===== src/board_pkg.sv =====
/*
 * Board package with sample, gain and panel types, TM1638 commands
 * and the hex to seven-segment decoder
 */

package board_pkg;

    typedef logic signed [23:0] mic_sample_t;
    typedef logic signed [15:0] audio_sample_t;
    typedef logic        [2:0]  gain_t;
    typedef logic        [7:0]  tm_keys_t;

    // Segment bytes are hgfedcba, digit 0 is the rightmost
    typedef struct packed {
        logic [7:0][7:0] digit;
        logic      [7:0] led;
    } panel_t;

    // ------------------------------
    // TM1638 command bytes
    localparam logic [7:0] tm_cmd_write_auto = 8'h40;
    localparam logic [7:0] tm_cmd_read_keys  = 8'h42;
    localparam logic [7:0] tm_cmd_addr0      = 8'hc0;
    localparam logic [7:0] tm_cmd_display_on = 8'h8f;

    function automatic logic [7:0] seg_hex(input logic [3:0] value);
        case (value)
            4'h0:    return 8'h3f;
            4'h1:    return 8'h06;
            4'h2:    return 8'h5b;
            4'h3:    return 8'h4f;
            4'h4:    return 8'h66;
            4'h5:    return 8'h6d;
            4'h6:    return 8'h7d;
            4'h7:    return 8'h07;
            4'h8:    return 8'h7f;
            4'h9:    return 8'h6f;
            4'ha:    return 8'h77;
            4'hb:    return 8'h7c;
            4'hc:    return 8'h39;
            4'hd:    return 8'h5e;
            4'he:    return 8'h79;
            default: return 8'h71;
        endcase
    endfunction

endpackage

===== src/i2s_mic_receiver.sv =====
/*
 * I2S microphone receiver, bus master for an INMP441 type part
 * Drives sck and ws and captures the 24-bit left channel word
 */

module i2s_mic_receiver
    import board_pkg::*;
#(
    parameter int i2s_clk_div = 8
)
(
    input  logic        clk,
    input  logic        rst_n,
    input  logic        sd,
    output logic        sck,
    output logic        ws,
    output mic_sample_t sample,
    output logic        sample_valid
);

    localparam int half_div = i2s_clk_div / 2;
    localparam int w_div    = $clog2(i2s_clk_div);

    logic [w_div - 1:0] div_cnt;
    logic [5:0]         bit_cnt;
    logic [22:0]        shift;
    logic               rise;
    logic               fall;

    assign rise = (div_cnt == w_div'(half_div - 1));
    assign fall = (div_cnt == w_div'(i2s_clk_div - 1));

    // ------------------------------
    // Bit clock and position in the 64-bit frame
    always_ff @(posedge clk)
    begin
        if (!rst_n)
        begin
            div_cnt <= '0;
            bit_cnt <= '0;
            sck     <= 1'b0;
        end
        else if (fall)
        begin
            div_cnt <= '0;
            bit_cnt <= bit_cnt + 6'd1;
            sck     <= 1'b0;
        end
        else
        begin
            div_cnt <= div_cnt + 1'b1;
            if (rise)
                sck <= 1'b1;
        end
    end

    // Low for the left half, high for the right half
    assign ws = bit_cnt[5];

    // ------------------------------
    // Slot 0 is the I2S delay bit, data sits in slots 1 to 24
    always_ff @(posedge clk)
    begin
        if (rise && bit_cnt >= 6'd1 && bit_cnt <= 6'd23)
            shift <= {shift[21:0], sd};
        if (rise && bit_cnt == 6'd24)
            sample <= {shift, sd};
    end

    always_ff @(posedge clk)
    begin
        if (!rst_n)
            sample_valid <= 1'b0;
        else
            sample_valid <= rise && (bit_cnt == 6'd24);
    end

endmodule


===== config.mk =====
export PLATFORM = sky130hd
export DESIGN_NAME = i2s_mic_receiver
export DESIGN_NICKNAME = d
export VERILOG_FILES = /design/src/board_pkg.sv /design/src/i2s_mic_receiver.sv
export SDC_FILE = /design/constraint.sdc
export NUM_CORES = 1
export LEC_CHECK = 0
export ABC_AREA = 0
export ABC_CLOCK_PERIOD_IN_PS = 2700
export BUFFER_PORTS_ARGS = -buffer_cell sky130_fd_sc_hd__buf_2
export CAP_MARGIN = 15
export CELL_PAD_IN_SITES_DETAIL_PLACEMENT = 0
export CELL_PAD_IN_SITES_GLOBAL_PLACEMENT = 2
export CORE_ASPECT_RATIO = 0.7
export CORE_MARGIN = 4
export CORE_UTILIZATION = 40
export DETAILED_ROUTE_END_ITERATION = 16
export HOLD_SLACK_MARGIN = 0.08
export PLACE_DENSITY = 0.87
export SLEW_MARGIN = 15
export SYNTH_ARGS = -nofsm -noshare
export SYNTH_HDL_FRONTEND = slang
export SYNTH_SLANG_ARGS = --single-unit

===== constraint.sdc =====
create_clock -name clk -period 2.7 [get_ports clk]
set_input_delay 0.135 -clock clk [delete_from_list [all_inputs] [get_ports clk]]
set_output_delay 0.135 -clock clk [all_outputs]
set_load 0.02 [all_outputs]

==> flow_summary.toml, run 1 <==
[outcome]
status = "finished clean"

[grt]
met3_usage_pct = 5.57
use_met1_pct = 11.2
grt_max_degree = 26
grt_pass1_wl_mm = 4.43
grt.total_usage_pct = 10.3
grt-busiest-layer = "met2"
antenna_found_initial = 0
gr-total-overflow = 0
grtUsageMet2_pct = 16.7
first_global_vias = 925

[logic_synthesis]
synth-seq-cells = 58
synth_top_area_share_pct = 73.5
synth_area_leaders = "edfxtp_1 73%, dfxtp_1 11%, ha_1 4.6%, and2_1 1.6%, xnor2_1 1.4%"
yosysTopAreaCell = "edfxtp_1"
synth_ff_type = "edfxtp_1"
yosysUniqueCellTypes = 21
syn_area_mm2 = 0.00192
yosys-top-cells-count = "47 x edfxtp_1, 11 x dfxtp_1, 7 x ha_1"
yosysSeqAreaShare_pct = 85.0
syn_area_per_cell_um2 = 19.6
synthArstFlopShare_pct = 0
synth-edff-count = 47
synth_most_common_cell = "edfxtp_1"
syn-num-nets = 108
syn_inst = 98
ys.warnings.count = 0

[cts]
cts.sinks = 58
htree_levels = 3
root_buffer = "clkbuf_8"
clock_latency_ns = 0.32
ctsResizeCount = 0
clk_path_buf_depth = 2
cts_made_buffers = 9
cts_tree = "yes"
cts.clk_slew.worst_paths_ns = 0.06

[timing]
slew_viol_final = 0
clock_skew_ns = 0.00913
slew-limit-headroom_pct = 53.1
max_freq_mhz = 558
fin_crit_ns = 1.79
finalCritPeriodShare_pct = 66.4
finalSetupTns_ns = 0
setup_violations = 0
hold_viol = 0
tightest_slew_ns = 0.702
grt_setup_unrepaired = "false"

[pwr]
seqPwrFrac_pct = 55.4
power_switching_w = 0.000344
finalPower_w = 0.00173
p_comb_share_pct = 1.1
p_per_area_mw_per_mm2 = 734
peakVddDrop_mv = 0.421
intPower_w = 0.00139
p_leak_nw = 0.868
swShare_pct = 19.8
p_clk_share_pct = 43.5

[route]
viasPerCell = 4.57
drt_wl_total_mm = 2.89
drtAntennaViolNets = 0
wl_per_cell_um = 14.4
drt_pass1_iterations = 4
vias = 914
initialDrtViolationCount = 83
remaining_drc_errors = 0

[floorplanning]
dieArea_mm2 = 0.00599
core.rowCount = 20
coreArea_mm2 = 0.00448
die_w_um = 90.8
io_pins = 30
die_h_um = 66.0
start_util_pct = 42.9

[layout]
n_antenna_cell = 0
area_growth_syn_to_layout_pct = 22.9
postLayoutCellArea_mm2 = 0.00236
final_layout_size_suffix_gt1_share_pct = 33.8
fin_nets = 150

[placed_design]
place_congestion = 0.684
port_buffers = 29
hpwlAfterDp_mm = 1.79
place_area_mm2 = 0.00215

[critical_path]
path_class = "flip-flop to flip-flop"
worstPathArrival_ns = 1.75
path_max_fanout = 23
startpoint_type = "flip-flop"
crit_required_ns = 2.65
cp-end-kind = "flip-flop"

[run]
drv_cap = 0

[worst_hold_path]
min_path_type = "input port to flip-flop"
[worst max-delay path: stages, from the launching register on]
cell	delay (ns)
dfxtp_1	0.33
ha_1	0.17
ha_1	0.20
nand3b_1	0.14
a21oi_4	0.57
[cells in the final DEF (no fill, tap or decap)]
master,count
buf_2,29
nor2b_1,1
nand4_2,1
dlygate4sd3_1,1
nor2_1,5
nand4_1,1
nand4bb_1,1
a21boi_1,1
clkinv_2,3
clkinv_4,2
and2_1,5
nor2_2,1
nand2_1,2
a21oi_4,1
or3_1,1
xor2_1,1
nor4_1,1
dfxtp_1,11
mux2i_1,1
nand3b_1,1
nand2b_1,1
clkinvlp_4,1
buf_4,1
xnor2_1,3
ha_1,7
o21ai_0,1
inv_1,4
bufinv_16,1
edfxtp_1,47
clkbuf_8,9
[final timing paths]
kind / from / to / slack [ns] / depth (start not counted)
max: div_cnt[0] / shift[22] / 0.91 / 4
min: rst_n / sample_valid / 0.12 / 2
max reg2reg: div_cnt[0] / shift[22] / 0.91 / 4
min reg2reg: shift[22] / sample[23] / 0.42 / 0
[what timing repair did]
action / CTS / global route
setup buffers: 0 / 0
endpoints found under the hold margin: 2 / 0
hold buffers: 1 / 0
[power by group through the flow]
stage           logic, W  clock network [W]  registers, W
2_1_floorplan  0.0000100                  0      0.000981
3_3_place_gp   0.0000169                  0      0.000980
3_5_place_dp   0.0000174                  0      0.000980
4_1_cts        0.0000185           0.000776      0.000961
5_1_grt        0.0000216           0.000819      0.000961
6_report       0.0000184           0.000754      0.000961
[cell type report]
cell class / count / area (µm²)
clock buffer: 9 / 124
clock inverter: 7 / 70.1
fill: 375 / 2120
inverter: 4 / 15.0
multi-input combinational: 36 / 288
sequential: 58 / 1630
tap: 55 / 68.8
timing repair buffer: 31 / 163
[cells by family after synthesis]
logic type / after synthesis / synth area share (%)
flops: 58 / 85.0
simple gates: 21 / 6.45
fa+ha+maj: 7 / 4.56
xor+xnor: 4 / 1.82
buf+inv: 4 / 0.782
compound gates: 3 / 0.912
mux: 1 / 0.521
[flip-flops by register name, summed over array words and instances, names as in the netlist]
signal	flops
bit_cnt	6
div_cnt	3
sample	24
sample_valid	1
sck	1
shift	23
[metal layers]
layer | up-vias | share of wire, %
met5 | - | 0
met4 | 0 | 0.45
met3 | 2 | 5.7
met2 | 23 | 49
met1 | 446 | 45
li1 | 443 | -
[through the flow]
stage	cells	worst slack, ns	utilization [%]	hold slack (ns)
final	200	0.906	52.7	0.123
after global routing	200	0.751	52.7	0.142
after CTS	200	0.579	52.5	0.117
after detailed placement	183	0.582	48.0	0.336
after global placement	183	0.687	48.0	0.337
after floorplan	98	0.402	-	0.234
No activity file was read; power rests on OpenSTA's default activity.
==> inputs of run 2 (changes only) <==
--- a/config.mk
+++ b/config.mk
@@ -6,17 +6,17 @@
 export NUM_CORES = 1
 export LEC_CHECK = 0
 export ABC_AREA = 0
-export ABC_CLOCK_PERIOD_IN_PS = 2700
+export ABC_CLOCK_PERIOD_IN_PS = 1600
 export BUFFER_PORTS_ARGS = -buffer_cell sky130_fd_sc_hd__buf_2
 export CAP_MARGIN = 15
 export CELL_PAD_IN_SITES_DETAIL_PLACEMENT = 0
 export CELL_PAD_IN_SITES_GLOBAL_PLACEMENT = 2
 export CORE_ASPECT_RATIO = 0.7
 export CORE_MARGIN = 4
-export CORE_UTILIZATION = 40
+export CORE_UTILIZATION = 36
 export DETAILED_ROUTE_END_ITERATION = 16
 export HOLD_SLACK_MARGIN = 0.08
-export PLACE_DENSITY = 0.87
+export PLACE_DENSITY = 0.83
 export SLEW_MARGIN = 15
 export SYNTH_ARGS = -nofsm -noshare
 export SYNTH_HDL_FRONTEND = slang
==> constraint.sdc (replaced) <==
create_clock -name clk -period 1.6 [get_ports clk]
set_input_delay 0.08 -clock clk [delete_from_list [all_inputs] [get_ports clk]]
set_output_delay 0.08 -clock clk [all_outputs]
set_load 0.02 [all_outputs]
==> flow_summary.toml, run 2 (same netlist as run 1, synthesis figures left out) <==
[timing]
finalCritPeriodShare_pct = 95.8
finalWorstSetupSlack_ns = 0.0675
tightest_slew_ns = 0.458
fin_crit_ns = 1.53
finalSetupTns_ns = 0
hold_viol = 0
clock_skew_ns = 0.00807
grt_setup_unrepaired = "true"
slew_viol_final = 0
max_freq_mhz = 653
slew-limit-headroom_pct = 69.2
setup_violations = 0

[grt]
grt-busiest-layer = "met2"
antenna_found_initial = 0
use_met1_pct = 14.3
grt_max_degree = 13
grt_pass1_wl_mm = 5.43
grt.total_usage_pct = 11.4
met3_usage_pct = 6.09
gr-total-overflow = 0
first_global_vias = 1031
grtUsageMet2_pct = 16.5

[critical_path]
startpoint_type = "flip-flop"
cp_top_family = "buffers and inverters"
crit_path_start = "div_cnt[0]"
path_max_fanout = 12
r2r_start = "div_cnt[0]"
cp-end-kind = "flip-flop"
crit_required_ns = 1.64
slowest_delay_ns = 0.35
cpMaxStageDelayCell = "dfxtp_2"
worstPathArrival_ns = 1.58
path_class = "flip-flop to flip-flop"
crit_top_cell = "ha_4"
critPathBufInv = 2
path_cells = "ha_4 > ha_4 > buf_6 > nand4bb_4 > nor2_4 > bufbuf_16"

[cts]
root_buffer = "clkbuf_8"
cts.clk_slew.worst_paths_ns = 0.06
cts_tree = "yes"
cts_made_buffers = 9
clk_path_buf_depth = 2
cts.sinks = 58
htree_levels = 3
clock_latency_ns = 0.33

[layout]
final_layout_size_suffix_gt1_share_pct = 44.2
post-route-util_pct = 53.9
top_regs = "sample: 24 flops, shift: 23 flops, bit_cnt: 6 flops"
fin_nets = 168
fillers = 409
regArea_mm2 = 0.00163
n_antenna_cell = 0
layout_commonest_cell = "edfxtp_1"
regMostFlops = "sample"
largest_register_ffs = 24
postLayoutCellArea_mm2 = 0.00268
layout_common_cells = "47 x edfxtp_1, 29 x buf_2, 12 x buf_4"
area_growth_syn_to_layout_pct = 39.4
multi_input_area_um2 = 368
finalNonFillerCells = 232

[route]
vias = 1015
drtAntennaViolNets = 0
viasPerCell = 4.38
drt_wl_total_mm = 3.29
initialDrtViolationCount = 66
drt_pass1_iterations = 4
remaining_drc_errors = 0
wl_per_cell_um = 14.2

[floorplanning]
io_pins = 30
die_w_um = 95.3
dieArea_mm2 = 0.00659
coreArea_mm2 = 0.00497
start_util_pct = 38.7
core.rowCount = 21
die_h_um = 69.1

[placed_design]
place_area_mm2 = 0.00225
hpwlAfterDp_mm = 1.89
port_buffers = 29
placedCellCount = 205
place_congestion = 0.699
pre_cts_ws_ns = -0.185

[worst_hold_path]
worstHoldStart = "div_cnt[0]"
min_path_type = "flip-flop to flip-flop"

[pwr]
p_leak_nw = 0.988
peakVddDrop_mv = 0.674
p_per_area_mw_per_mm2 = 1160

[run]
drv_cap = 0

[outcome]
status = "finished clean"
-- run 2: per-stage QoR --
step | hold slack, ns | power (W)
3_3_place_gp | 0.279 | 0.00169
2_1_floorplan | 0.179 | 0.00167
3_5_place_dp | 0.284 | 0.00169
5_1_grt | 0.443 | 0.00324
6_report | 0.432 | 0.00312
4_1_cts | 0.430 | 0.00316
-- run 2: area by class of cell --
| cell class | count | share of cell area, % |
|---|---|---|
| Sequential cell | 58 | 61.0 |
| Multi-Input combinational cell | 37 | 13.7 |
| Timing Repair Buffer | 48 | 13.4 |
| Clock buffer | 9 | 4.63 |
| Clock inverter | 7 | 3.46 |
| Tap cell | 69 | 3.22 |
| Inverter | 4 | 0.561 |
-- run 2: final timing paths --
check | endpoint | slack (ns) | cells past startpoint
setup reg to reg | sample[0] | 0.07 | 6
hold / removal | div_cnt[0] | 0.43 | 1
hold reg to reg | div_cnt[0] | 0.43 | 1
setup / recovery | sample[0] | 0.07 | 6
-- run 2: timing repair --
action,CTS,global route
setup endpoints to repair,47,25
endpoints found under the hold margin,8,0
buffers inserted,7,0
resized for setup,12,2
gates cloned,3,0
pin swaps,2,1
hold buffers,2,0
-- run 2: where the power goes --
part	switching, W	total (W)	internal (W)
logic	0.0000256	0.0000542	0.0000286
registers	0.00000632	0.00162	0.00162
clock network	0.000565	0.00144	0.000872
total	0.000597	0.00312	0.00252
-- run 2: per-layer routing --
layer / vias up / part of all wire [%] / wire (µm)
li1: 484 / - / -
met1: 502 / 46 / 1510
met2: 27 / 47 / 1530
met3: 2 / 6.8 / 225
met4: 0 / 0.37 / 12
met5: - / 0 / 0
