## config.mk

```make
export PLATFORM = sky130hd
export DESIGN_NAME = i2s_audio_out
export DESIGN_NICKNAME = d
export VERILOG_FILES = /design/src/board_pkg.sv /design/src/i2s_audio_out.sv
export SDC_FILE = /design/constraint.sdc
export NUM_CORES = 1
export LEC_CHECK = 0
export BUFFER_PORTS_ARGS = -buffer_cell sky130_fd_sc_hd__buf_2
export CAP_MARGIN = 25
export CORE_MARGIN = 1
export CORE_UTILIZATION = 25
export CTS_BUF_LIST = sky130_fd_sc_hd__clkbuf_4 sky130_fd_sc_hd__clkbuf_8
export CTS_CLUSTER_SIZE = 14
export DETAILED_ROUTE_END_ITERATION = 7
export SYNTH_ARGS = -nofsm -noshare
export SYNTH_HDL_FRONTEND = slang
export SYNTH_SLANG_ARGS = --single-unit
export TNS_END_PERCENT = 1
```

## constraint.sdc

```tcl
create_clock -name clk -period 2.7 [get_ports clk]
set_clock_uncertainty 0.1 [all_clocks]
set_input_delay 0.405 -clock clk [delete_from_list [all_inputs] [get_ports clk]]
set_output_delay 0.405 -clock clk [all_outputs]
set_load 0.03 [all_outputs]
```

## src/board_pkg.sv

```systemverilog
/*
 * Board package with sample, gain and panel types, TM1638 commands
 * and the hex to seven-segment decoder
 */

package board_pkg;

    typedef logic signed [23:0] mic_sample_t;
    typedef logic signed [15:0] audio_sample_t;
    typedef logic        [2:0]  gain_t;
    typedef logic        [7:0]  tm_keys_t;

    // Segment bytes are hgfedcba, digit 0 is the rightmost
    typedef struct packed {
        logic [7:0][7:0] digit;
        logic      [7:0] led;
    } panel_t;

    // ------------------------------
    // TM1638 command bytes
    localparam logic [7:0] tm_cmd_write_auto = 8'h40;
    localparam logic [7:0] tm_cmd_read_keys  = 8'h42;
    localparam logic [7:0] tm_cmd_addr0      = 8'hc0;
    localparam logic [7:0] tm_cmd_display_on = 8'h8f;

    function automatic logic [7:0] seg_hex(input logic [3:0] value);
        case (value)
            4'h0:    return 8'h3f;
            4'h1:    return 8'h06;
            4'h2:    return 8'h5b;
            4'h3:    return 8'h4f;
            4'h4:    return 8'h66;
            4'h5:    return 8'h6d;
            4'h6:    return 8'h7d;
            4'h7:    return 8'h07;
            4'h8:    return 8'h7f;
            4'h9:    return 8'h6f;
            4'ha:    return 8'h77;
            4'hb:    return 8'h7c;
            4'hc:    return 8'h39;
            4'hd:    return 8'h5e;
            4'he:    return 8'h79;
            default: return 8'h71;
        endcase
    endfunction

endpackage
```

## src/i2s_audio_out.sv

```systemverilog
/*
 * I2S audio transmitter, 16-bit samples on both channels
 * Takes one sample per frame and repeats the last one when none waits
 */

module i2s_audio_out
    import board_pkg::*;
#(
    parameter int i2s_clk_div = 8
)
(
    input  logic          clk,
    input  logic          rst_n,
    input  logic          in_valid,
    input  audio_sample_t in_sample,
    output logic          in_ready,
    output logic          mclk,
    output logic          bclk,
    output logic          lrclk,
    output logic          sdata
);

    localparam int half_div = i2s_clk_div / 2;
    localparam int w_div    = $clog2(i2s_clk_div);

    logic [w_div - 1:0] div_cnt;
    logic [4:0]         bit_cnt;
    logic [15:0]        shift;
    audio_sample_t      last_sample;
    logic               rise;
    logic               fall;
    logic               half_start;
    logic               frame_start;

    assign rise        = (div_cnt == w_div'(half_div - 1));
    assign fall        = (div_cnt == w_div'(i2s_clk_div - 1));
    assign half_start  = fall && (bit_cnt[3:0] == 4'hf);
    assign frame_start = half_start && bit_cnt[4];

    // One-clk ready window at each frame start
    assign in_ready = frame_start;

    // ------------------------------
    // Master clock, bit clock and frame position
    always_ff @(posedge clk)
    begin
        if (!rst_n)
        begin
            mclk    <= 1'b0;
            div_cnt <= '0;
            bit_cnt <= '0;
            bclk    <= 1'b0;
        end
        else
        begin
            mclk <= ~mclk;
            if (fall)
            begin
                div_cnt <= '0;
                bit_cnt <= bit_cnt + 5'd1;
                bclk    <= 1'b0;
            end
            else
            begin
                div_cnt <= div_cnt + 1'b1;
                if (rise)
                    bclk <= 1'b1;
            end
        end
    end

    assign lrclk = bit_cnt[4];

    // ------------------------------
    // Serializer, updated on the bclk falling edge.
    // Slot 0 of each half still carries the LSB of the word before it
    always_ff @(posedge clk)
    begin
        if (!rst_n)
        begin
            shift       <= '0;
            last_sample <= '0;
            sdata       <= 1'b0;
        end
        else if (fall)
        begin
            sdata <= shift[15];
            if (frame_start && in_valid)
            begin
                shift       <= in_sample;
                last_sample <= in_sample;
            end
            else if (half_start)
                shift <= last_sample;
            else
                shift <= {shift[14:0], 1'b0};
        end
    end

endmodule

```

==> impl_metrics.env, run 1 <==
export IMPL_synth_top_cell_area_share_pct=43.8
export IMPL_synth_top_family_by_area="simple AND/OR/NAND/NOR gates"
export IMPL_p_sw_mw=0.254
export IMPL_grt_pass1_vias=1341
export IMPL_power_internal_mw=0.961
export IMPL_setup_viol=0
export IMPL_synth_simple_area_share_pct=21.8
export IMPL_rsz0062_at_grt="no"
export IMPL_root_buffer="clkbuf_8"
export IMPL_htreeDepth=2
export IMPL_drt_iter0_markers=71
export IMPL_relSlewSlack_pct=63.3
export IMPL_routed_wl_um=3840
export IMPL_ctsResizeCount=0
export IMPL_dp_hpwl_um=2520
export IMPL_fin_crit_sh_pct=86.1
export IMPL_tightest_slew_ns=0.549
export IMPL_max_freq_ghz=0.430
export IMPL_drt_pass1_iter_count=4
export IMPL_reg2reg_slack_ns=0.60
export IMPL_rows=31
export IMPL_insertion_delay_ns=0.29
export IMPL_synth_warnings=0
export IMPL_synth_cell_types=24
export IMPL_seq_area_frac_synth_pct=43.8
export IMPL_fp_dieW_um=90.6
export IMPL_numPortBuffers=23
export IMPL_synth_nets=227
export IMPL_synth_area_per_cell_um2=9.62
export IMPL_hold_viol_final=0
export IMPL_dieHeight_um=90.6
export IMPL_crit_path_max_fanout=12
export IMPL_cp_end_kind="primary output"
export IMPL_holdWs_ns=0.264
export IMPL_status="completed"
export IMPL_num_vias=1430
export IMPL_layout_cells_most_common="dfxtp_1"
export IMPL_grt_max_degree=49
export IMPL_holdPathEnd="last_sample[2]"
export IMPL_ctsHoldBuffers=0
export IMPL_layout_drive_gt1_share_pct=16.3
export IMPL_synth_area_um2=1960
export IMPL_crit_arrival_ns=1.82
export IMPL_min_period_ns=2.32
export IMPL_postCtsSetupRepairBufs=0
export IMPL_worstSetupPathType="flop to primary output"
export IMPL_start_util_pct=26.5
export IMPL_drc=0
export IMPL_ant_nets=0
export IMPL_p_per_area_nw_per_um2=539
export IMPL_netlist_instances=204
export IMPL_hold_start="in_sample[2]"
export IMPL_core_um2=7410
export IMPL_layout_common_cells="dfxtp_1, nand2_1, mux2i_1, buf_2, nand3b_1"
export IMPL_wl_per_cell_um=12.0
export IMPL_power_mw=1.22
export IMPL_antenna_found_initial=0
export IMPL_nFillCells=758
export IMPL_comb_power_share_pct=4.8
export IMPL_vias_per_cell=4.47
export IMPL_final_nets=243
export IMPL_tritoncts="yes"
export IMPL_r2r_end="shift[5]"
export IMPL_synthAdderAreaFrac_pct=2.55
export IMPL_ys_ff_latch=43
export IMPL_synthTopCellsByArea="dfxtp_1, mux2i_1, nand2_1, o221ai_1, nand3b_1"
export IMPL_clk_pin_slew_ns=0.08
export IMPL_synthMuxAreaShare_pct=17.3
export IMPL_tns_ns=0
export IMPL_yosys_area_top_type="dfxtp_1"
export IMPL_holdPathStages=3
export IMPL_power_share_clock_pct=42.3
export IMPL_cp_start_kind="flop"
export IMPL_synthXorXnorAreaFrac_pct=1.78
export IMPL_overflow=0
export IMPL_pwr_share_seq_pct=52.9
export IMPL_synth_compound_area_share_pct=6.95
export IMPL_rr_worst_depth=5
export IMPL_r2r_start="div_cnt[0]"
export IMPL_leakage_nw=0.919
export IMPL_die_area_um2=8210
export IMPL_gp_congestion=0.675
export IMPL_drv_cap=0
export IMPL_clkSinkCount=43
export IMPL_hold_path_class="input port to flop"
export IMPL_syn_to_final_growth_pct=15.0
export IMPL_ir_worst_vdd_mv=0.217
export IMPL_maxSlewViolCount=0
export IMPL_grt_usage_pct=9.58
export IMPL_finish_utilization_pct=30.5
export IMPL_worstPathRequired_ns=2.19
export IMPL_diodes=0
export IMPL_p_sw_share_pct=20.9
export IMPL_pin_count=24
export IMPL_clock_path_buffers=2
export IMPL_cts_inserted_buffers=5
export IMPL_grt_first_pass_wirelength_um=6260
## synth_stat cells, drive strengths merged
cell,number
dfxtp,43
nand2,35
mux2i,34
nand3b,16
nand3,15
o221ai,15
clkbuf,11
buf,7
and2,5
nor2,5
ha,4
nor2b,3
inv,2
xnor2,2
xor2,2
and3,1
and4,1
nand2b,1
nand4,1
o21ai,1
## final cells by class
class / instances / area [um^2] / share of cell area [%]
multi-input combinational: 141 / 990 / 43.8
sequential: 43 / 861 / 38.1
timing repair buffer: 27 / 158 / 6.98
tap: 99 / 124 / 5.49
clock buffer: 6 / 82.6 / 3.66
clock inverter: 2 / 35.0 / 1.55
inverter: 2 / 7.51 / 0.333
## flip-flops by register name, indices dropped and copies added (netlist names)
register and count:
bclk 1, bit_cnt 5, div_cnt 3, last_sample 16, mclk 1, sdata 1
shift 16
## stage by stage
step | instance area, um^2 | std cells | worst slack [ns]
after global placement | 2140 | 312 | 0.691
after CTS | 2260 | 320 | 0.355
final | 2260 | 320 | 0.376
after floorplan | 1960 | 204 | 0.986
after detailed placement | 2140 | 312 | 0.601
after global routing | 2260 | 320 | 0.233
## cell families after synthesis
kind of cell / after synthesis
AND/OR/NAND/NOR: 83
flip-flops: 43
multiplexers: 34
buffers and inverters: 20
AO/OA/AOI/OAI: 16
XOR/XNOR: 4
adder cells (fa/ha/maj): 4
## power by group through the flow
stage	logic, mW	clock network (mW)	registers [mW]
6_report	0.0585	0.515	0.643
5_1_grt	0.0654	0.556	0.643
3_5_place_dp	0.0593	0	0.657
3_3_place_gp	0.0581	0	0.657
2_1_floorplan	0.0294	0	0.661
4_1_cts	0.0592	0.532	0.643
## worst max-delay path by stage
stage,startpoint,to,depth (start not counted)
after global placement,div_cnt[0],shift[14],5
after CTS,div_cnt[0],in_ready,5
after detailed placement,div_cnt[0],shift[12],5
after global routing,div_cnt[0],in_ready,5
after floorplan,div_cnt[0],in_ready,5
final,div_cnt[0],in_ready,5
## routing by layer
metal | up-vias | GRT usage, % | share of wire (%)
met5 | - | 0 | 0
met4 | 0 | 3.23 | 0.78
met3 | 4 | 3.28 | 4.5
met2 | 22 | 14.5 | 44
met1 | 659 | 12.6 | 51
li1 | 745 | - | -
## critical path, cell delays in order (launching register included)
cell	delay (ns)
dfxtp_1	0.35
ha_1	0.19
ha_1	0.16
and4_1	0.45
and2_1	0.18
buf_2	0.20
(Power assumes the default switching activity.)
==> run 2, diff against run 1 <==
==> constraint.sdc (replaced) <==
create_clock -name clk -period 2.55 [get_ports clk]
set_clock_uncertainty 0.1 [all_clocks]
set_input_delay 0.3825 -clock clk [delete_from_list [all_inputs] [get_ports clk]]
set_output_delay 0.3825 -clock clk [all_outputs]
set_load 0.03 [all_outputs]
==> run 2 against run 1 <==
  * Non-clock buffer count grew 1
  * Critical path type unchanged
  * Highest routed layer unchanged
  * Design area grew 0.61%
  * Sequential cell count is the same
  * Global-route usage grew 0.37 points
  * Sequential share of layout area shrank 0.23 points
==> impl_metrics.env, run 2 (same netlist as run 1, synthesis figures left out) <==
export IMPL_status="completed"
export IMPL_multi_input_area_um2=990
export IMPL_cp_slowest_cell="and4_1"
export IMPL_crit_path_max_fanout=10
export IMPL_max_freq_ghz=0.449
export IMPL_reg_largest_list="last_sample x16, shift x16, bit_cnt x5"
export IMPL_fin_crit_sh_pct=87.4
export IMPL_overflow=0
export IMPL_vias_per_cell=4.53
export IMPL_fp_dieW_um=90.6
export IMPL_gp_congestion=0.689
export IMPL_layout_common_cells="dfxtp_1, nand2_1, mux2i_1, buf_2, nand3b_1"
export IMPL_clkSinkCount=43
export IMPL_postCtsSetupRepairBufs=0
export IMPL_crit_path_max_incr_delay_ns=0.41
export IMPL_rsz0062_at_grt="no"
export IMPL_tightest_slew_ns=0.548
export IMPL_cp_cell_sequence="ha_1, ha_1, and4_1, and2_1, buf_2"
export IMPL_rows=31
export IMPL_final_nets=244
export IMPL_setup_ws_ns=0.321
export IMPL_grt_max_degree=38
export IMPL_cp_start_kind="flop"
export IMPL_ir_worst_vdd_mv=0.211
export IMPL_dieHeight_um=90.6
export IMPL_hold_viol_final=0
export IMPL_path_delay_family="simple AND/OR/NAND/NOR gates"
export IMPL_maxSlewViolCount=0
export IMPL_nFillCells=764
export IMPL_crit_arrival_ns=1.75
export IMPL_hold_path_class="input port to flop"
export IMPL_setup_viol=0
export IMPL_leakage_nw=0.926
export IMPL_syn_to_final_growth_pct=15.7
export IMPL_tns_ns=0
export IMPL_layout_drive_gt1_share_pct=16.7
export IMPL_antenna_found_initial=0
export IMPL_p_per_area_nw_per_um2=606
export IMPL_pin_count=24
export IMPL_worstSetupPathType="flop to primary output"
export IMPL_worstPathRequired_ns=2.07
export IMPL_drc=0
export IMPL_cp_end_kind="primary output"
export IMPL_crit_buf_inv=1
export IMPL_diodes=0
export IMPL_insertion_delay_ns=0.29
export IMPL_start_util_pct=26.5
export IMPL_pre_cts_ws_ns=0.504
export IMPL_dp_hpwl_um=2650
export IMPL_clock_path_buffers=2
export IMPL_regArea_um2=861
export IMPL_cts_inserted_buffers=5
export IMPL_drt_pass1_iter_count=4
export IMPL_wl_per_cell_um=12.2
export IMPL_layout_cells_most_common="dfxtp_1"
export IMPL_root_buffer="clkbuf_8"
export IMPL_tritoncts="yes"
export IMPL_clk_pin_slew_ns=0.08
export IMPL_grt_usage_pct=9.95
export IMPL_drt_iter0_markers=51
export IMPL_drv_cap=0
export IMPL_grt_first_pass_wirelength_um=6620
export IMPL_routed_wl_um=3900
export IMPL_cp_common_cell="ha_1"
export IMPL_numPortBuffers=23
export IMPL_ant_nets=0
export IMPL_relSlewSlack_pct=63.3
export IMPL_htreeDepth=2
export IMPL_grt_pass1_vias=1350
export IMPL_die_area_um2=8210
export IMPL_min_period_ns=2.23
export IMPL_core_um2=7410
export IMPL_ctsResizeCount=0
export IMPL_num_vias=1455
export IMPL_ctsHoldBuffers=0
## run 2: routing by layer
layer,up-vias,GRT usage (%),wire (um)
li1,746,-,-
met1,681,12.6,1900
met2,23,15.9,1800
met3,5,3.11,164
met4,0,3.23,46
met5,-,0,0
## run 2: worst reg2reg max path: cells and delay by family, from the launching register on
family / cells / cell delay (ns)
AOI/OAI and AO/OA: 1 / 0.34
adders and majority gates: 2 / 0.33
DFF: 1 / 0.34
and+or+nand+nor: 2 / 0.84
## run 2: final timing paths
| path | startpoint | to | slack (ns) | cells after the start |
|---|---|---|---|---|
| min | in_sample[14] | last_sample[14] | 0.23 | 3 |
| max reg2reg | div_cnt[0] | shift[1] | 0.52 | 5 |
| max | div_cnt[0] | in_ready | 0.32 | 5 |
| min reg2reg | mclk | mclk | 0.31 | 1 |
## run 2: stage by stage
step           area, um^2  cells  power (mW)  util, %  hold WS [ns]
5_1_grt              2270    321        1.43     30.7         0.233
3_5_place_dp         2130    313       0.758     28.8         0.305
2_1_floorplan        1960    204       0.731        -         0.299
6_report             2270    321        1.38     30.7         0.234
3_3_place_gp         2130    313       0.755     28.8         0.303
4_1_cts              2270    321        1.40     30.7         0.225
## run 2: final cells by class
class	count	area share, %
clock buffers	6	3.36
well taps	99	5.45
repair buffers	28	6.72
inverters	2	0.331
multi-input cells	141	43.6
clock inverters	2	2.64
flip-flops and latches	43	37.9
## run 2: power by group
group / switching (mW) / leakage [nW] / internal [mW]
sequential: 0.00273 / 0.347 / 0.677
combinational: 0.0378 / 0.510 / 0.0231
clock: 0.234 / 0.0688 / 0.402
total: 0.275 / 0.926 / 1.10
