`config.mk`:
```
export PLATFORM = sky130hd
export DESIGN_NAME = audio_lab_core
export DESIGN_NICKNAME = d
export VERILOG_FILES = /design/src/board_pkg.sv /design/src/audio_lab_core.sv
export SDC_FILE = /design/constraint.sdc
export NUM_CORES = 1
export LEC_CHECK = 0
export BUFFER_PORTS_ARGS = -buffer_cell sky130_fd_sc_hd__buf_4
export CORE_ASPECT_RATIO = 0.5
export CORE_MARGIN = 2
export CORE_UTILIZATION = 54
export DETAILED_ROUTE_END_ITERATION = 10
export PLACE_DENSITY = 0.82
export REMOVE_ABC_BUFFERS = 1
export SETUP_SLACK_MARGIN = 0.15
export SLEW_MARGIN = 20
export SYNTH_ARGS = -nofsm -noshare
export SYNTH_HDL_FRONTEND = slang
export SYNTH_SLANG_ARGS = --single-unit
```
`constraint.sdc`:
```
create_clock -name clk -period 2.75 [get_ports clk]
set_input_delay 0 -clock clk [delete_from_list [all_inputs] [get_ports clk]]
set_output_delay 0 -clock clk [all_outputs]
set_load 0.01 [all_outputs]
```
`src/board_pkg.sv`:
```
/*
 * Board package with sample, gain and panel types, TM1638 commands
 * and the hex to seven-segment decoder
 */

package board_pkg;

    typedef logic signed [23:0] mic_sample_t;
    typedef logic signed [15:0] audio_sample_t;
    typedef logic        [2:0]  gain_t;
    typedef logic        [7:0]  tm_keys_t;

    // Segment bytes are hgfedcba, digit 0 is the rightmost
    typedef struct packed {
        logic [7:0][7:0] digit;
        logic      [7:0] led;
    } panel_t;

    // ------------------------------
    // TM1638 command bytes
    localparam logic [7:0] tm_cmd_write_auto = 8'h40;
    localparam logic [7:0] tm_cmd_read_keys  = 8'h42;
    localparam logic [7:0] tm_cmd_addr0      = 8'hc0;
    localparam logic [7:0] tm_cmd_display_on = 8'h8f;

    function automatic logic [7:0] seg_hex(input logic [3:0] value);
        case (value)
            4'h0:    return 8'h3f;
            4'h1:    return 8'h06;
            4'h2:    return 8'h5b;
            4'h3:    return 8'h4f;
            4'h4:    return 8'h66;
            4'h5:    return 8'h6d;
            4'h6:    return 8'h7d;
            4'h7:    return 8'h07;
            4'h8:    return 8'h7f;
            4'h9:    return 8'h6f;
            4'ha:    return 8'h77;
            4'hb:    return 8'h7c;
            4'hc:    return 8'h39;
            4'hd:    return 8'h5e;
            4'he:    return 8'h79;
            default: return 8'h71;
        endcase
    endfunction

endpackage
```
`src/audio_lab_core.sv`:
```
/*
 * Audio lab core, scales microphone samples by the key-selected gain
 * and builds the level meter and hex display for the panel
 */

module audio_lab_core
    import board_pkg::*;
(
    input  logic          clk,
    input  logic          rst_n,
    input  mic_sample_t   mic_sample,
    input  logic          mic_valid,
    input  logic          out_ready,
    input  tm_keys_t      keys,
    output logic          out_valid,
    output audio_sample_t out_sample,
    output panel_t        panel
);

    gain_t              gain;
    gain_t              gain_next;
    audio_sample_t      top_word;
    logic signed [22:0] scaled;
    audio_sample_t      saturated;
    audio_sample_t      shown;
    logic               shown_valid;
    logic [16:0]        magnitude;

    // Highest pressed key wins
    always_comb
    begin
        gain_next = '0;
        for (int i = 0; i < 8; i++)
            if (keys[i])
                gain_next = 3'(i);
    end

    always_ff @(posedge clk)
    begin
        if (!rst_n)
            gain <= '0;
        else
            gain <= gain_next;
    end

    // ------------------------------
    // Gain and saturation
    assign top_word = mic_sample[23:8];
    assign scaled   = {{7{top_word[15]}}, top_word} <<< gain;

    always_comb
    begin
        if (scaled > 23'sd32767)
            saturated = 16'sh7fff;
        else if (scaled < -23'sd32768)
            saturated = 16'sh8000;
        else
            saturated = scaled[15:0];
    end

    // One-entry buffer, a fresh sample replaces one still waiting
    always_ff @(posedge clk)
    begin
        if (!rst_n)
            out_valid <= 1'b0;
        else if (mic_valid)
            out_valid <= 1'b1;
        else if (out_ready)
            out_valid <= 1'b0;
        if (mic_valid)
            out_sample <= saturated;
    end

    // Sample taken by the transmitter drives the display
    always_ff @(posedge clk)
    begin
        if (!rst_n)
            shown_valid <= 1'b0;
        else if (out_valid && out_ready)
            shown_valid <= 1'b1;
        if (out_valid && out_ready)
            shown <= out_sample;
    end

    // ------------------------------
    // Panel contents
    assign magnitude = shown[15] ? (17'd0 - {1'b1, shown}) : {1'b0, shown};

    always_comb
    begin
        panel = '0;
        for (int i = 0; i < 4; i++)
            panel.digit[i] = shown_valid ? seg_hex(shown[4 * i +: 4]) : 8'h00;
        panel.digit[7] = seg_hex({1'b0, gain});
        // Thermometer meter, LED n at 2 ** (8 + n)
        for (int n = 0; n < 8; n++)
            panel.led[n] = shown_valid && (magnitude >= (17'd1 << (8 + n)));
    end

endmodule

```
==> results of run 1 <==
[synthesized netlist by cell type, types with 6 or more instances]
cell type  count  area, µm²
o21ai_0       21        105
nor3_1        18       90.1
buf_2         10       50.1
buf_4         31        233
dfxtp_1       40        801
inv_1         28        105
and2_1        32        200
mux2_2         7       78.8
clkbuf_1      10       37.5
ha_1          34        425
nand2_1       29        109
mux2i_1       30        300
mux2i_2        6       82.6
a31oi_1       16        100
o21a_1         6       45.0
o21ai_1        6       30.0
edfxtp_1      32        961
nor2_1        27        101
a21oi_1       35        175
[final cells by class]
cell class	count	share of cell area [%]
clock buffers	12	4.15
clock inverters	4	0.373
inverters	28	1.84
multi-input cells	361	45.3
flip-flops and latches	72	30.9
well taps	112	2.46
repair buffers	113	15.0
[routing by layer]
metal,part of all wire [%],GRT usage [%],vias up
met5,0,0,-
met4,1.3,7.41,0
met3,7.1,5.70,14
met2,44,31.0,134
met1,47,28.8,1650
li1,-,-,1867
[power by group through the flow]
| stage | logic, mW | registers (mW) | clock network [mW] |
|---|---|---|---|
| floorplan | 0.356 | 1.32 | 0 |
| global placement | 0.597 | 1.32 | 0 |
| detailed placement | 0.611 | 1.32 | 0 |
| CTS | 0.618 | 1.30 | 1.03 |
| global route | 0.695 | 1.31 | 1.07 |
| finish | 0.626 | 1.30 | 1.01 |
[cell usage in the layout, fill, tap and decap left out, types with 6 or more instances in the layout]
cell type  synthesis  routed
and2_1            32      31
edfxtp_1          32      32
clkbuf_16          0       9
mux2i_2            6       7
nor3_1            18      18
o21a_1             6       6
mux2_2             7       7
a21oi_1           35      35
buf_4             31     110
a31oi_1           16      16
o21ai_0           21      21
nand2_1           29      29
ha_1              34      34
inv_1             28      28
mux2i_1           30      29
o21ai_1            6       6
dfxtp_1           40      40
conb_1             1      29
nor2_1            27      27
[path summary, 6_finish.rpt]
check                 from       endpoint  slack [ns]  cells after the start
max               shown[1]       panel[0]        0.27                      9
min reg2reg  out_sample[1]       shown[1]        0.47                      0
max reg2reg      out_valid      flip-flop        0.32                      7
min              mic_valid  out_sample[9]        0.03                      1
[cells by family (layout without fill, tap and decap cells)]
group                    Yosys count  count (layout)
AND/OR/NAND/NOR                  133             133
AO/OA/AOI/OAI                    107             107
buffers and inverters             81             157
flip-flops                        72              72
multiplexers                      50              50
adder cells (fa/ha/maj)           34              34
XOR/XNOR                           8               8
other                              1              29
[critical path, cell delays in order (launching register included)]
cell and delay (ns):
edfxtp_1 0.47, inv_1 0.12, ha_1 0.26, nor4b_4 0.25
nand4_1 0.17, mux2i_2 0.28, a211oi_2 0.10, buf_4 0.16
a31oi_1 0.17, buf_4 0.16
[timing repair]
item                                    in CTS  in global routing
buffers inserted                             0                  7
resized for setup                            0                  2
endpoints found under the hold margin        5                  0
hold buffers                                 3                  0
endpoints found under the setup margin       0                  5
[per-stage QoR]
stage | instance area [µm²] | power, mW | std cells | hold WS (ns)
after CTS | 5640 | 2.94 | 695 | 0.0300
after detailed placement | 5350 | 1.93 | 676 | 0.216
after floorplan | 4430 | 1.68 | 461 | 0.0889
final | 5700 | 2.93 | 702 | 0.0345
after global placement | 5350 | 1.92 | 676 | 0.214
after global routing | 5700 | 3.08 | 702 | 0.0371
==> summary.txt, run 1 <==
I/O Pins - 125
Post-layout min period - 2.48 ns
Drt wl/cell - 13.5 µm
Detailed-route wire length - 9500 µm
Worst Hold Class - input pin to flip-flop
Die width - 136 µm
Fraction of the mapped netlist area in simple logic gates - 15.0%
Power Dens Cells - 514 nW/µm²
Sequential share of power - 44.3%
Total clock sinks - 72
Slew Viols, Final - 0
Final setup violation count - 0
Max Freq - 404 MHz
Leak - 2.51 nW
Combinational share of power - 21.4%
Gr usage total - 20.7%
Die Footprint - 9450 µm²
P_sw - 0.799 mW
Status - complete, no violations
Post-synth EDFFs - 32
Adder-cell share of the synthesized area - 9.11%
CTS max path bufs - 2
Syn Area/Cell - 9.61 µm²
Slew HR - 54.6%
Crit start category - flip-flop
Max H-tree Level - 3
Final period util - 90.1%
Final Hold Fails - 0
Nets - 655
Vias in the first global route - 3215
Synthesized flop and latch total - 72
Yosys warns - 0
Reg clk slew, reported paths - 0.05 ns
Post-layout util - 69.5%
Detailed Route Iter0 Violations - 151
Height of the die - 69.8 µm
RSZ-0062 raised after global routing - false
Setup crit end kind - output port
Avg Vias per Cell - 5.22
Initial antenna violation count - 0
Clk_skew - 0.00585 ns
Max-Cap Viols - 0
Routed via count - 3665
Setup_tns - 0 ns
Worst-margin pin slew - 0.667 ns
Register area share after synthesis - 37.7%
Crit Path Category - flip-flop to output port
Seq. cell area - 1760 µm²
Xor/xnor share of the synthesized area - 1.50%
Place WS - 0.437 ns
Worst Path Max Fanout - 7
Setup ws final - 0.273 ns
Cell Int Power - 2.13 mW
Multiplexer area fraction after synthesis - 12.9%
Initial Util - 56.9%
Distinct cell type count after synthesis - 54
First-pass detailed-route iteration total - 5
First-pass GRT wire length - 15500 µm
Max VDD drop - 0.000290 V
CORE AREA - 8200 µm²
Area of the multi-input gates - 2580 µm²
Pin count of the biggest net entering global routing - 18
Synth Area in Compound Gates - 14.1%
Final GP Congestion - 0.874
Post-synthesis instance area - 4670 µm²
Root Buffer - clkbuf_16
Number of CTS-inserted buffers - 9
Most used DFF post-synth - dfxtp_1
Remaining antenna violation count - 0
Skew-Pair Late Insertion Delay - 0.33 ns
DP HPWL - 7160 µm
Rows - 23
Asr flop ratio synth - 0%
Largest family of logic cells by synthesized area - simple AND/OR/NAND/NOR gates
Sw Ratio - 27.3%
Syn Inst Count - 486
GRT overflow - 0
CTS tree - built
# DRC - 0
FILL cells - 642
Layout cell share with drive strength beyond 1 - 26.1%
Port Buffer Count - 86
Clock power frac - 34.4%
Worst path required time - 2.75 ns
Antenna diode count - 0
Critical path arrival - 2.48 ns
Area grow syn2layout - 22.0%
Power figures use the tool's default switching activity.
==> inputs of run 2 (changes only) <==
--- a/config.mk
+++ b/config.mk
@@ -8,9 +8,9 @@
 export BUFFER_PORTS_ARGS = -buffer_cell sky130_fd_sc_hd__buf_4
 export CORE_ASPECT_RATIO = 0.5
 export CORE_MARGIN = 2
-export CORE_UTILIZATION = 54
+export CORE_UTILIZATION = 55
 export DETAILED_ROUTE_END_ITERATION = 10
-export PLACE_DENSITY = 0.82
+export PLACE_DENSITY = 0.83
 export REMOVE_ABC_BUFFERS = 1
 export SETUP_SLACK_MARGIN = 0.15
 export SLEW_MARGIN = 20
==> constraint.sdc (replaced) <==
create_clock -name clk -period 3.21 [get_ports clk]
set_input_delay 0 -clock clk [delete_from_list [all_inputs] [get_ports clk]]
set_output_delay 0 -clock clk [all_outputs]
set_load 0.01 [all_outputs]
==> run 2 against run 1 <==
  * Clock skew grew 0.0021 ns
  * Critical path type is now flip-flop to flip-flop
  * Non-clock buffer count shrank 17
  * Global-route usage grew 1.4 points
  * Utilization grew 0.17 points
  * Final cell count shrank 2.4%
==> summary.txt, run 2 (synthesis results as in run 1) <==
Cell Int Power - 2.04 mW (-4.5%)
CTS max path bufs - 2 (unchanged)
Max-Cap Viols - 0 (unchanged)
Root Buffer - clkbuf_16
Clock power frac - 40.3% (+5.9 points)
Initial Util - 57.6% (+0.61 points)
P_sw - 0.701 mW (-12%)
DP HPWL - 7140 µm (-0.21%)
Die width - 134 µm (-0.89%)
Met2 wire len - 4490 µm (+6.7%)
Area of the multi-input gates - 2570 µm² (-0.48%)
Combinational share of power - 19.2% (-2.2 points)
Final setup violation count - 0 (unchanged)
Pin count of the biggest net entering global routing - 33 (+15)
Placed instance area - 5280 µm² (-1.3%)
Avg Vias per Cell - 5.32 (+1.9%)
Layout cell share with drive strength beyond 1 - 24.6% (-1.5 points)
Cell area after layout - 5650 µm² (-0.81%)
Seq. cell area - 1760 µm² (unchanged)
Most frequent cells in the layout - buf_4 (94), dfxtp_1 (40), a21oi_1 (35)
Setup_tns - 0 ns (unchanged)
Clk_skew - 0.00800 ns (+0.00215 ns)
Setup ws final - 0.575 ns (+0.302 ns)
Die Footprint - 9290 µm² (-1.7%)
Top Metal Used - met4
Max Freq - 379 MHz
Power Dens Cells - 484 nW/µm² (-5.8%)
Most common cell after layout, fill and taps aside - buf_4
Sequential share of power - 40.6% (-3.7 points)
Vias in the first global route - 3402 (+5.8%)
Worst-margin pin slew - 0.945 ns (+0.278 ns)
Hold bufs inserted after CTS - 2 (-1)
Remaining antenna violation count - 0 (unchanged)
Final Hold Fails - 0 (unchanged)
GRT overflow - 0 (unchanged)
Drt wl/cell - 14.3 µm (+6.0%)
Port Buffer Count - 86 (unchanged)
Sw Ratio - 25.6% (-1.7 points)
First-pass GRT wire length - 16400 µm (+5.9%)
Leak - 2.48 nW (-1.3%)
Max H-tree Level - 3 (unchanged)
Post-layout min period - 2.64 ns
Crit start category - flip-flop
Reg clk slew, reported paths - 0.05 ns (about the same)
RSZ-0062 raised after global routing - false
Setup crit end kind - flip-flop
Skew-Pair Late Insertion Delay - 0.33 ns (about the same)
Area grow syn2layout - 21.1%
Setup bufs post-CTS - 0 (unchanged)
I/O Pins - 125 (unchanged)
Worst Hold Class - input pin to flip-flop
Final Power - 2.74 mW (-6.6%)
Worst Path Max Fanout - 23 (+16)
Worst path required time - 3.48 ns (+0.73 ns)
Final period util - 82.1%
Metal-1 WL - 4480 µm (-0.33%)
Max VDD drop - 0.000334 V (+15%)
Final GP Congestion - 0.922 (+5.5%)
First-pass detailed-route iteration total - 5 (unchanged)
Rows - 23 (unchanged)
Gr usage total - 22.1% (+1.4 points)
Post-CTS Resized - 0 (unchanged)
Detailed Route Iter0 Violations - 294 (+95%)
Nets - 638 (-2.6%)
# DRC - 0 (unchanged)
CORE AREA - 8120 µm² (-1.1%)
Critical path arrival - 2.91 ns (+0.43 ns)
Hold WS - 0.0228 ns (-0.0117 ns)
Number of CTS-inserted buffers - 9 (unchanged)
Height of the die - 69.2 µm (-0.87%)
Crit Path Category - flip-flop to flip-flop
Antenna diode count - 0 (unchanged)
Slew Viols, Final - 0 (unchanged)
Detailed-route wire length - 9830 µm (+3.4%)
FILL cells - 612 (-4.7%)
Met3 Wirelength - 663 µm (-1.3%)
CTS tree - built
Total clock sinks - 72 (unchanged)
Place WS - 0.638 ns (+0.201 ns)
Status - complete, no violations
Initial antenna violation count - 0 (unchanged)
Routed via count - 3645 (-0.55%)
Slew HR - 36.9% (-18 points)
==> run 2: cell types whose count changed in the layout (fill, tap and decap cells not counted), moves of 2 or more <==
| cell | previous run | this run |
|---|---|---|
| clkinv_2 | 2 | 0 |
| clkbuf_1 | 3 | 0 |
| buf_4 | 110 | 94 |
| clkbuf_16 | 9 | 13 |
==> run 2: worst max-delay path: stages (launching register included) <==
cell and delay, ns:
dfxtp_1 0.37, and2_2 0.60, mux2i_1 0.64, inv_1 0.19, ha_1 0.26, mux4_2 0.46
inv_1 0.06
==> run 2: metal layers <==
| layer | GRT usage (%) | up-vias |
|---|---|---|
| met3 | 5.96 | 19 |
| li1 | - | 1828 |
| met5 | 0 | - |
| met1 | 29.1 | 1661 |
| met2 | 34.9 | 137 |
| met4 | 8.30 | 0 |
==> run 2: layout make-up <==
class | count | area share (%)
Multi-Input combinational cell | 361 | 45.4
Sequential cell | 72 | 31.2
Timing Repair Buffer | 96 | 12.8
Clock buffer | 15 | 6.13
Tap cell | 112 | 2.48
Inverter | 28 | 1.86
Clock inverter | 1 | 0.133
==> run 2: worst paths after layout <==
kind | endpoint | startpoint | slack [ns] | cells past startpoint
min | out_valid | out_ready | 0.02 | 3
min reg2reg | shown[15] | out_sample[15] | 0.49 | 0
max | flip-flop | out_valid | 0.57 | 6
max reg2reg | flip-flop | out_valid | 0.57 | 6
==> run 2: power by group through the flow <==
stage	combinational [mW]	clock, mW	sequential [mW]
floorplan	0.305	0	1.13
global placement	0.501	0	1.13
CTS	0.524	1.13	1.11
detailed placement	0.517	0	1.13
global route	0.585	1.17	1.12
finish	0.525	1.10	1.11
==> run 2: stage by stage <==
step	instances	util, %
2_1_floorplan	461	-
3_3_place_gp	667	65.1
3_5_place_dp	667	65.1
4_1_cts	685	69.7
5_1_grt	685	69.7
6_report	685	69.7
